## config.mk

```make
export PLATFORM = sky130hd
export DESIGN_NAME = rv_core
export DESIGN_NICKNAME = d
export VERILOG_FILES = /design/src/hdl/rv_pkg.sv /design/src/hdl/rv_decode_if.sv /design/src/hdl/rv_core.sv /design/src/hdl/rv_execute.sv /design/src/hdl/rv_regfile.sv /design/src/hdl/rv_decode.sv /design/src/hdl/rv_fetch.sv
export SDC_FILE = /design/constraint.sdc
export NUM_CORES = 2
export LEC_CHECK = 0
export BUFFER_PORTS_ARGS = -buffer_cell sky130_fd_sc_hd__clkbuf_2
export CAP_MARGIN = 10
export CORE_ASPECT_RATIO = 0.8
export CORE_MARGIN = 2
export CORE_UTILIZATION = 39
export CTS_CLUSTER_DIAMETER = 60
export DETAILED_ROUTE_END_ITERATION = 6
export SYNTH_ARGS = -nofsm -noshare
export SYNTH_HDL_FRONTEND = slang
export SYNTH_HIERARCHICAL = 1
export SYNTH_SLANG_ARGS = --single-unit
```

## constraint.sdc

```tcl
create_clock -name clk -period 30.4 [get_ports clk]
set_input_delay 1.52 -clock clk [delete_from_list [all_inputs] [get_ports clk]]
set_output_delay 1.52 -clock clk [all_outputs]
set_load 0.005 [all_outputs]
```

## src/hdl/rv_pkg.sv

```systemverilog
package rv_pkg;

  localparam int xlen = 32;
  localparam int reg_addr_w = 5;

  // Major opcodes, bits [6:0] of every instruction
  localparam logic [6:0] op_load     = 7'b00_000_11;
  localparam logic [6:0] op_store    = 7'b01_000_11;
  localparam logic [6:0] op_branch   = 7'b11_000_11;
  localparam logic [6:0] op_jalr     = 7'b11_001_11;
  localparam logic [6:0] op_misc_mem = 7'b00_011_11;
  localparam logic [6:0] op_jal      = 7'b11_011_11;
  localparam logic [6:0] op_reg_imm  = 7'b00_100_11;
  localparam logic [6:0] op_reg_reg  = 7'b01_100_11;
  localparam logic [6:0] op_environ  = 7'b11_100_11;
  localparam logic [6:0] op_auipc    = 7'b00_101_11;
  localparam logic [6:0] op_lui      = 7'b01_101_11;

  typedef enum logic [3:0] {
    alu_add,
    alu_sub,
    alu_sll,
    alu_slt,
    alu_sltu,
    alu_xor,
    alu_srl,
    alu_sra,
    alu_or,
    alu_and
  } alu_op_e;

  // Source of the value written to rd
  typedef enum logic [2:0] {
    wb_alu,
    wb_load,
    wb_pc_plus4,
    wb_imm_upper, // LUI
    wb_pc_plus_imm // AUIPC
  } wb_sel_e;

  // One instruction word seen through each base format
  typedef union packed {
    struct packed {
      logic [6:0]            funct7;
      logic [reg_addr_w-1:0] rs2;
      logic [reg_addr_w-1:0] rs1;
      logic [2:0]            funct3;
      logic [reg_addr_w-1:0] rd;
      logic [6:0]            opcode;
    } r;
    struct packed {
      logic [11:0]           imm;
      logic [reg_addr_w-1:0] rs1;
      logic [2:0]            funct3;
      logic [reg_addr_w-1:0] rd;
      logic [6:0]            opcode;
    } i;
    struct packed {
      logic [6:0]            imm_hi;
      logic [reg_addr_w-1:0] rs2;
      logic [reg_addr_w-1:0] rs1;
      logic [2:0]            funct3;
      logic [4:0]            imm_lo;
      logic [6:0]            opcode;
    } s;
    struct packed {
      logic                  imm_12;
      logic [5:0]            imm_10_5;
      logic [reg_addr_w-1:0] rs2;
      logic [reg_addr_w-1:0] rs1;
      logic [2:0]            funct3;
      logic [3:0]            imm_4_1;
      logic                  imm_11;
      logic [6:0]            opcode;
    } b;
    struct packed {
      logic [19:0]           imm;
      logic [reg_addr_w-1:0] rd;
      logic [6:0]            opcode;
    } u;
    struct packed {
      logic                  imm_20;
      logic [9:0]            imm_10_1;
      logic                  imm_11;
      logic [7:0]            imm_19_12;
      logic [reg_addr_w-1:0] rd;
      logic [6:0]            opcode;
    } j;
  } rv_insn_u;

endpackage
```

## src/hdl/rv_decode_if.sv

```systemverilog
`timescale 1ns/1ps

interface rv_decode_if;

  logic [rv_pkg::reg_addr_w-1:0] rs1;
  logic [rv_pkg::reg_addr_w-1:0] rs2;
  logic [rv_pkg::reg_addr_w-1:0] rd;
  logic [rv_pkg::xlen-1:0]       imm; // Already sign-extended for the format
  rv_pkg::alu_op_e               alu_op;
  rv_pkg::wb_sel_e               wb_sel;
  logic                          use_imm;
  logic                          reg_write;
  logic                          is_branch;
  logic [2:0]                    funct3; // Branch condition
  logic                          is_jal;
  logic                          is_jalr;
  logic                          is_load;
  logic                          is_store;
  logic                          is_halt;
  logic                          illegal;

  modport dec (
    output rs1, rs2, rd, imm, alu_op, wb_sel, use_imm, reg_write, is_branch,
           funct3, is_jal, is_jalr, is_load, is_store, is_halt, illegal
  );

  modport exe (
    input rs1, rs2, rd, imm, alu_op, wb_sel, use_imm, reg_write, is_branch,
          funct3, is_jal, is_jalr, is_load, is_store, is_halt, illegal
  );

endinterface

```

## src/hdl/rv_core.sv

```systemverilog
`timescale 1ns/1ps

module rv_core #(
  parameter logic [rv_pkg::xlen-1:0] p_reset_pc = '0,
  parameter int                      p_num_regs = 32
) (
  input  logic                    clk,
  input  logic                    rst,
  output logic [rv_pkg::xlen-1:0] o_pc,
  input  logic [rv_pkg::xlen-1:0] i_insn,
  output logic [rv_pkg::xlen-1:0] o_dmem_addr,
  output logic [rv_pkg::xlen-1:0] o_dmem_wdata,
  output logic                    o_dmem_we,
  input  logic [rv_pkg::xlen-1:0] i_dmem_rdata,
  output logic                    o_halt,
  output logic                    o_illegal
);

  logic                    redirect;
  logic [rv_pkg::xlen-1:0] target;
  logic [rv_pkg::xlen-1:0] rs1_data;
  logic [rv_pkg::xlen-1:0] rs2_data;
  logic [rv_pkg::xlen-1:0] rd_data;
  logic                    rd_we;

  rv_decode_if dec_if ();

  assign o_halt = dec_if.is_halt;

  rv_fetch #(
    .p_reset_pc (p_reset_pc)
  ) u_fetch (
    .clk        (clk),
    .rst        (rst),
    .i_redirect (redirect),
    .i_target   (target),
    .i_halt     (dec_if.is_halt),
    .o_pc       (o_pc)
  );

  rv_decode u_decode (
    .i_insn (i_insn),
    .dec    (dec_if.dec)
  );

  rv_regfile #(
    .p_num_regs (p_num_regs)
  ) u_regfile (
    .clk        (clk),
    .rst        (rst),
    .dec        (dec_if.exe),
    .i_rd_data  (rd_data),
    .i_we       (rd_we),
    .o_rs1_data (rs1_data),
    .o_rs2_data (rs2_data)
  );

  rv_execute u_execute (
    .dec          (dec_if.exe),
    .i_pc         (o_pc),
    .i_rs1_data   (rs1_data),
    .i_rs2_data   (rs2_data),
    .i_dmem_rdata (i_dmem_rdata),
    .o_rd_data    (rd_data),
    .o_we         (rd_we),
    .o_redirect   (redirect),
    .o_target     (target),
    .o_dmem_addr  (o_dmem_addr),
    .o_dmem_wdata (o_dmem_wdata),
    .o_dmem_we    (o_dmem_we),
    .o_illegal    (o_illegal)
  );

endmodule

```

## src/hdl/rv_execute.sv

```systemverilog
`timescale 1ns/1ps

module rv_execute (
  rv_decode_if.exe                dec,
  input  logic [rv_pkg::xlen-1:0] i_pc,
  input  logic [rv_pkg::xlen-1:0] i_rs1_data,
  input  logic [rv_pkg::xlen-1:0] i_rs2_data,
  input  logic [rv_pkg::xlen-1:0] i_dmem_rdata,
  output logic [rv_pkg::xlen-1:0] o_rd_data,
  output logic                    o_we,
  output logic                    o_redirect,
  output logic [rv_pkg::xlen-1:0] o_target,
  output logic [rv_pkg::xlen-1:0] o_dmem_addr,
  output logic [rv_pkg::xlen-1:0] o_dmem_wdata,
  output logic                    o_dmem_we,
  output logic                    o_illegal
);

  localparam int shamt_w = $clog2(rv_pkg::xlen);

  logic [rv_pkg::xlen-1:0] alu_b;
  logic [shamt_w-1:0]      shamt;
  logic [rv_pkg::xlen-1:0] alu_result;
  logic [rv_pkg::xlen-1:0] pc_plus4;
  logic [rv_pkg::xlen-1:0] pc_plus_imm;
  logic                    lt_signed;
  logic                    lt_unsigned;
  logic                    branch_taken;
  logic                    misaligned;
  logic                    illegal;

  assign alu_b = dec.use_imm ? dec.imm : i_rs2_data;
  assign shamt = alu_b[shamt_w-1:0]; // Low five bits only

  always_comb begin
    case (dec.alu_op)
      rv_pkg::alu_add:  alu_result = i_rs1_data + alu_b;
      rv_pkg::alu_sub:  alu_result = i_rs1_data - alu_b;
      rv_pkg::alu_sll:  alu_result = i_rs1_data << shamt;
      rv_pkg::alu_slt:  alu_result = rv_pkg::xlen'($signed(i_rs1_data) < $signed(alu_b));
      rv_pkg::alu_sltu: alu_result = rv_pkg::xlen'(i_rs1_data < alu_b);
      rv_pkg::alu_xor:  alu_result = i_rs1_data ^ alu_b;
      rv_pkg::alu_srl:  alu_result = i_rs1_data >> shamt;
      rv_pkg::alu_sra:  alu_result = $unsigned($signed(i_rs1_data) >>> shamt);
      rv_pkg::alu_or:   alu_result = i_rs1_data | alu_b;
      default:          alu_result = i_rs1_data & alu_b;
    endcase
  end

  assign lt_signed   = $signed(i_rs1_data) < $signed(i_rs2_data);
  assign lt_unsigned = i_rs1_data < i_rs2_data;

  // funct3 bit 0 inverts the base condition
  always_comb begin
    case (dec.funct3[2:1])
      2'b00:   branch_taken = (i_rs1_data == i_rs2_data) ^ dec.funct3[0];
      2'b10:   branch_taken = lt_signed ^ dec.funct3[0];
      2'b11:   branch_taken = lt_unsigned ^ dec.funct3[0];
      default: branch_taken = 1'b0;
    endcase
  end

  assign pc_plus4    = i_pc + rv_pkg::xlen'(4);
  assign pc_plus_imm = i_pc + dec.imm; // Branch, JAL and AUIPC

  // Memory address comes out of the ALU as rs1 + imm
  assign misaligned = (dec.is_load || dec.is_store) && (alu_result[1:0] != 2'b00);
  assign illegal    = dec.illegal || misaligned;

  assign o_dmem_addr  = alu_result;
  assign o_dmem_wdata = i_rs2_data;
  assign o_dmem_we    = dec.is_store && !illegal;
  assign o_illegal    = illegal;

  assign o_redirect = !illegal && (dec.is_jal || dec.is_jalr || (dec.is_branch && branch_taken));
  assign o_target   = dec.is_jalr ? {alu_result[rv_pkg::xlen-1:1], 1'b0} : pc_plus_imm;

  always_comb begin
    case (dec.wb_sel)
      rv_pkg::wb_load:        o_rd_data = i_dmem_rdata;
      rv_pkg::wb_pc_plus4:    o_rd_data = pc_plus4; // Link value
      rv_pkg::wb_imm_upper:   o_rd_data = dec.imm;
      rv_pkg::wb_pc_plus_imm: o_rd_data = pc_plus_imm;
      default:                o_rd_data = alu_result;
    endcase
  end

  assign o_we = dec.reg_write && !illegal;

endmodule

```

## src/hdl/rv_regfile.sv

```systemverilog
`timescale 1ns/1ps

module rv_regfile #(
  parameter int p_num_regs = 32
) (
  input  logic                    clk,
  input  logic                    rst,
  rv_decode_if.exe                dec,
  input  logic [rv_pkg::xlen-1:0] i_rd_data,
  input  logic                    i_we,
  output logic [rv_pkg::xlen-1:0] o_rs1_data,
  output logic [rv_pkg::xlen-1:0] o_rs2_data
);

  logic [rv_pkg::xlen-1:0] regs [p_num_regs];

  always_ff @(posedge clk or posedge rst) begin
    if (rst) begin
      for (int idx = 0; idx < p_num_regs; idx++) begin
        regs[idx] <= '0;
      end
    end else if (i_we && (dec.rd != '0) && (int'(dec.rd) < p_num_regs)) begin
      regs[dec.rd] <= i_rd_data;
    end
  end

  // x0 and indices beyond a reduced file read as zero
  always_comb begin
    o_rs1_data = '0;
    o_rs2_data = '0;
    if ((dec.rs1 != '0) && (int'(dec.rs1) < p_num_regs)) begin
      o_rs1_data = regs[dec.rs1];
    end
    if ((dec.rs2 != '0) && (int'(dec.rs2) < p_num_regs)) begin
      o_rs2_data = regs[dec.rs2];
    end
  end

endmodule

```

## src/hdl/rv_decode.sv

```systemverilog
`timescale 1ns/1ps

module rv_decode (
  input  logic [rv_pkg::xlen-1:0] i_insn,
  rv_decode_if.dec                dec
);

  localparam logic [6:0] f7_alt = 7'b0100000; // SUB and SRA/SRAI

  rv_pkg::rv_insn_u        insn;
  logic [rv_pkg::xlen-1:0] imm_i;
  logic [rv_pkg::xlen-1:0] imm_s;
  logic [rv_pkg::xlen-1:0] imm_b;
  logic [rv_pkg::xlen-1:0] imm_u;
  logic [rv_pkg::xlen-1:0] imm_j;
  logic [2:0]              funct3;
  logic [6:0]              funct7;

  // Shared by register-immediate and register-register forms
  function automatic rv_pkg::alu_op_e alu_from_funct3(input logic [2:0] f3, input logic alt);
    rv_pkg::alu_op_e op;
    case (f3)
      3'b000:  op = alt ? rv_pkg::alu_sub : rv_pkg::alu_add;
      3'b001:  op = rv_pkg::alu_sll;
      3'b010:  op = rv_pkg::alu_slt;
      3'b011:  op = rv_pkg::alu_sltu;
      3'b100:  op = rv_pkg::alu_xor;
      3'b101:  op = alt ? rv_pkg::alu_sra : rv_pkg::alu_srl;
      3'b110:  op = rv_pkg::alu_or;
      default: op = rv_pkg::alu_and;
    endcase
    return op;
  endfunction

  assign insn   = i_insn;
  assign funct3 = insn.r.funct3;
  assign funct7 = insn.r.funct7;

  assign imm_i = {{(rv_pkg::xlen-12){insn.i.imm[11]}}, insn.i.imm};
  assign imm_s = {{(rv_pkg::xlen-12){insn.s.imm_hi[6]}}, insn.s.imm_hi, insn.s.imm_lo};
  assign imm_b = {{(rv_pkg::xlen-12){insn.b.imm_12}}, insn.b.imm_11, insn.b.imm_10_5,
                  insn.b.imm_4_1, 1'b0};
  assign imm_u = {insn.u.imm, 12'b0};
  assign imm_j = {{(rv_pkg::xlen-20){insn.j.imm_20}}, insn.j.imm_19_12, insn.j.imm_11,
                  insn.j.imm_10_1, 1'b0};

  // Register fields sit at the same place in every format
  assign dec.rs1    = insn.r.rs1;
  assign dec.rs2    = insn.r.rs2;
  assign dec.rd     = insn.r.rd;
  assign dec.funct3 = funct3;

  always_comb begin
    dec.imm       = imm_i;
    dec.alu_op    = rv_pkg::alu_add;
    dec.wb_sel    = rv_pkg::wb_alu;
    dec.use_imm   = 1'b0;
    dec.reg_write = 1'b0;
    dec.is_branch = 1'b0;
    dec.is_jal    = 1'b0;
    dec.is_jalr   = 1'b0;
    dec.is_load   = 1'b0;
    dec.is_store  = 1'b0;
    dec.is_halt   = 1'b0;
    dec.illegal   = 1'b0;

    case (insn.r.opcode)
      rv_pkg::op_lui: begin
        dec.imm       = imm_u;
        dec.wb_sel    = rv_pkg::wb_imm_upper;
        dec.reg_write = 1'b1;
      end
      rv_pkg::op_auipc: begin
        dec.imm       = imm_u;
        dec.wb_sel    = rv_pkg::wb_pc_plus_imm;
        dec.reg_write = 1'b1;
      end
      rv_pkg::op_jal: begin
        dec.imm       = imm_j;
        dec.wb_sel    = rv_pkg::wb_pc_plus4;
        dec.reg_write = 1'b1;
        dec.is_jal    = 1'b1;
      end
      rv_pkg::op_jalr: begin
        dec.use_imm   = 1'b1; // ALU forms rs1 + imm
        dec.wb_sel    = rv_pkg::wb_pc_plus4;
        dec.reg_write = (funct3 == 3'b000);
        dec.is_jalr   = (funct3 == 3'b000);
        dec.illegal   = (funct3 != 3'b000);
      end
      rv_pkg::op_branch: begin
        dec.imm       = imm_b;
        dec.is_branch = (funct3[2:1] != 2'b01);
        dec.illegal   = (funct3[2:1] == 2'b01); // 010 and 011 unused
      end
      rv_pkg::op_load: begin
        dec.use_imm   = 1'b1;
        dec.wb_sel    = rv_pkg::wb_load;
        dec.reg_write = (funct3 == 3'b010); // LW only
        dec.is_load   = (funct3 == 3'b010);
        dec.illegal   = (funct3 != 3'b010);
      end
      rv_pkg::op_store: begin
        dec.imm      = imm_s;
        dec.use_imm  = 1'b1;
        dec.is_store = (funct3 == 3'b010); // SW only
        dec.illegal  = (funct3 != 3'b010);
      end
      rv_pkg::op_reg_imm: begin
        dec.use_imm   = 1'b1;
        dec.alu_op    = alu_from_funct3(funct3, (funct3 == 3'b101) && funct7[5]);
        // Shift immediates carry funct7 in the upper bits
        dec.illegal   = ((funct3 == 3'b001) && (funct7 != 7'd0)) ||
                        ((funct3 == 3'b101) && (funct7 != 7'd0) && (funct7 != f7_alt));
        dec.reg_write = !dec.illegal;
      end
      rv_pkg::op_reg_reg: begin
        dec.alu_op    = alu_from_funct3(funct3, funct7[5]);
        dec.illegal   = !((funct7 == 7'd0) ||
                          ((funct7 == f7_alt) && ((funct3 == 3'b000) || (funct3 == 3'b101))));
        dec.reg_write = !dec.illegal;
      end
      rv_pkg::op_misc_mem: begin
        dec.illegal = (funct3 != 3'b000); // FENCE is a no-op
      end
      rv_pkg::op_environ: begin
        dec.is_halt = (i_insn[31:7] == 25'd0); // ECALL
        dec.illegal = (i_insn[31:7] != 25'd0);
      end
      default: dec.illegal = 1'b1;
    endcase
  end

endmodule

```

## src/hdl/rv_fetch.sv

```systemverilog
`timescale 1ns/1ps

module rv_fetch #(
  parameter logic [rv_pkg::xlen-1:0] p_reset_pc = '0
) (
  input  logic                    clk,
  input  logic                    rst,
  input  logic                    i_redirect,
  input  logic [rv_pkg::xlen-1:0] i_target,
  input  logic                    i_halt,
  output logic [rv_pkg::xlen-1:0] o_pc
);

  logic [rv_pkg::xlen-1:0] pc;
  logic [rv_pkg::xlen-1:0] pc_plus4;

  assign pc_plus4 = pc + rv_pkg::xlen'(4);

  // Taken branch or jump wins and ECALL freezes the PC
  always_ff @(posedge clk or posedge rst) begin
    if (rst) begin
      pc <= p_reset_pc;
    end else if (i_redirect) begin
      pc <= i_target;
    end else if (!i_halt) begin
      pc <= pc_plus4;
    end
  end

  assign o_pc = pc;

endmodule

```

==> summary.md <==
| Metric | Value |
|---|---|
| Finished Cell Area | `79100 um2` |
| CTS Hold Bufs | `0` |
| # fillers | `17100` |
| Starting Density | `39.31%` |
| Post-Synthesis Cells | `6170` |
| Worst-margin pin slew | `1.422 ns` |
| TritonCTS clock tree | `built` |
| Detailed-route via count | `57970` |
| Ys flop type | `dfrtp_1` |
| Final Net Count | `6228` |
| Synth top area cells | `dfrtp_1, mux2_2, mux4_2` |
| Syn Nets | `6401` |
| First-pass GRT wire length | `419.1 mm` |
| CP max FO | `29` |
| Static leakage | `0.03571 uW` |
| Overall die width | `486.9 um` |
| Clock Sinks | `1056` |
| Reg clk slew, reported paths | `0.06 ns` |
| DRT antenna net count | `0` |
| Core ar. | `185100 um2` |
| Register bit total from synthesis | `1056` |
| Commonest non-fill, non-tap cell in the layout | `mux2_2` |
| Vias/cell | `6.797` |
| Clock root cell | `clkbuf_16` |
| Port Buffers | `164` |
| Detailed placement HPWL | `200.0 mm` |
| Seq/Total Area, Yosys | `36.32%` |
| Initial antenna violation count | `29` |
| Power per cell area | `47.83 nW/um2` |
| Unrepaired setup endpoints after global routing | `false` |
| Final setup violation count | `0` |
| IO Pins | `165` |
| Asr flop ratio synth | `100.0%` |
| Largest net degree at the start of global routing | `176` |
| Post-synth top area cell | `dfrtp_1` |
| Cell variety after synth | `110` |
| R2r worst-path depth | `21` |
| Die Y | `390.3 um` |
| Status | `completed` |
| Vias in the first global route | `55140` |
| Gr ovfl total | `0` |
| Site Rows | `141` |
| H-Tree Depth | `3` |
| Post-CTS Setup Inserts | `0` |
| WS Path Type | `primary input to flip-flop` |
| Die area | `190000 um2` |
| RePlAce Congestion | `1.046` |
| Detailed-router iteration count before antenna repair | `7` |
| Share of cells above drive strength 1 | `37.06%` |
| Critical path endpoint category | `flip-flop` |
| Clock latency on the worst-skew pair | `0.77 ns` |
| PostCTS Resize Cnt | `0` |
| Hold path cells | `0` |
| Final Max Slew Viols | `0` |
| Routed WL per cell | `34.77 um` |
| Fin Clk Skew | `0.06525 ns` |
| Share of the synthesized area in the top cell type | `36.32%` |
| Hold Crit Class | `flip-flop to flip-flop` |
| Initial DRC Count | `8280` |
| Slew margin rel. | `4.576%` |
| Fmax | `0.08546 GHz` |
| Most frequent cells in the layout | `mux2_2, dfrtp_1, mux4_2` |
| Placed cell areas | `75340 um2` |
| Total Wirelength | `296.5 mm` |
| Final worst path period share | `38.49%` |
| Total GRT Usage | `30.50%` |
| Synthesis Warnings | `6` |
| Post-Syn Area per Cell | `11.79 um2` |
| DR DRC count | `0` |
| Final min period | `11.70 ns` |
| Area growth, synth to finish | `8.723%` |
| Worst vdd ir | `0.00004919 V` |
| Cts bufs inserted | `107` |
| FF+latch area | `26430 um2` |
| Post-Syn Area | `72750 um2` |
| Data required, critical path | `31.02 ns` |
| Startpoint type of the worst setup path | `primary input` |
| Post-route setup TNS | `0 ns` |
| EDFF count, synth | `0` |
| Hold Fails Final Rpt | `0` |
| Worst Path Arrival | `12.32 ns` |
| Maxcap violations | `0` |
| Maximum clock path buffer count | `3` |
| Multi-input gate area | `42790 um2` |
-- through the flow --
| stage | power, uW | util [%] | instances | hold WS, ns | setup slack (ns) |
|---|---|---|---|---|---|
| floorplan | 1993 | - | 6170 | 0.4413 | 0.06352 |
| global placement | 2363 | 40.71 | 8317 | 0.3764 | 18.35 |
| detailed placement | 2366 | 40.71 | 8317 | 0.3836 | 18.46 |
| CTS | 3758 | 42.70 | 8511 | 0.3992 | 19.18 |
| global route | 3895 | 42.73 | 8521 | 0.4114 | 18.68 |
| finish | 3783 | 42.74 | 8529 | 0.3942 | 18.70 |
-- worst max-delay path, cell delays in order --
cell and delay, ns:
buf_6 0.38, buf_4 0.68, buf_4 0.60, nor2_4 0.32, buf_4 0.34, a221oi_1 0.36, o21ai_1 0.12, a311oi_1 0.38
buf_4 0.27, inv_1 0.29, ha_1 0.35, fa_1 0.45, o21bai_1 0.30, nand2_1 0.23, a21oi_1 0.28, nor3_1 0.16
a21boi_0 0.40, o311ai_0 0.29, o221ai_1 0.50, a31oi_1 0.40, o22a_1 0.36, nor3b_1 0.92, or3b_1 0.60, nor2_4 0.64
buf_4 0.59, mux2_2 0.40
-- cell families after synthesis --
group                      after synthesis  synth area share (%)
AOI/OAI and AO/OA                     1219                 11.44
DFF                                   1056                 36.32
muxes                                 1838                 35.65
adders and majority gates              165                 2.869
buffers and inverters                  814                 5.894
xor gates and xnor gates                86                 1.035
and+or+nand+nor                        992                 6.798
-- layout make-up --
cell class	count	share of cell area [%]
Antenna cell	16	0.05062
Clock buffer	151	3.901
Clock inverter	43	0.7435
Inverter	164	0.7972
Multi-Input combinational cell	4300	54.10
Sequential cell	1056	33.41
Tap cell	2431	3.845
Timing Repair Buffer	368	3.154
-- synthesized netlist by cell type, types with 16 or more instances --
library cell	n
a211oi_1	103
a21o_1	68
a21oi_1	205
a221oi_1	71
a22oi_1	80
a311oi_1	70
a31oi_1	52
and3_1	27
buf_2	159
buf_4	122
buf_6	72
clkbuf_1	284
dfrtp_1	1056
ha_1	162
inv_1	153
mux2_1	43
mux2_2	1059
mux2i_1	243
mux4_2	484
nand2_1	325
nand2b_1	28
nand3_1	69
nand4_1	30
nor2_1	221
nor2b_1	93
nor3_1	44
nor4_1	22
o2111ai_1	28
o211ai_1	40
o21a_1	43
o21ai_0	157
o21ai_1	102
o21bai_1	26
o22ai_1	26
o31ai_1	30
or3_1	16
xnor2_1	50
xor2_1	36
-- state kept, by name (all words and copies together) (netlist names) --
signal          cells
u_fetch/o_pc       32
u_regfile/regs   1024
-- final timing paths --
check / start / to / slack (ns)
setup reg to reg: u_regfile/regs[897] / u_regfile/regs[635] / 20.94
hold / removal: u_regfile/regs[1007] / u_regfile/regs[1007] / 0.39
hold reg to reg: u_regfile/regs[1007] / u_regfile/regs[1007] / 0.39
min in group asynchronous: rst / u_fetch/o_pc[30] / 0.90
max in group asynchronous: rst / u_regfile/regs[846] / 26.38
setup / recovery: i_insn[15] / u_regfile/regs[635] / 18.70
-- per-layer routing --
metal  share of wire, %  global-route usage, %  up-vias
li1                   -                      -    23170
met1                 43                  44.84    30430
met2                 40                  41.06     3775
met3                 13                  9.557      586
met4                4.5                  12.44        2
met5             0.0027                      0        -
-- where the power goes --
part           internal (uW)  switching [uW]
clock                    789             608
combinational            266             682
sequential              1410            25.4
total                   2470            1310
(Power assumes the default switching activity.)
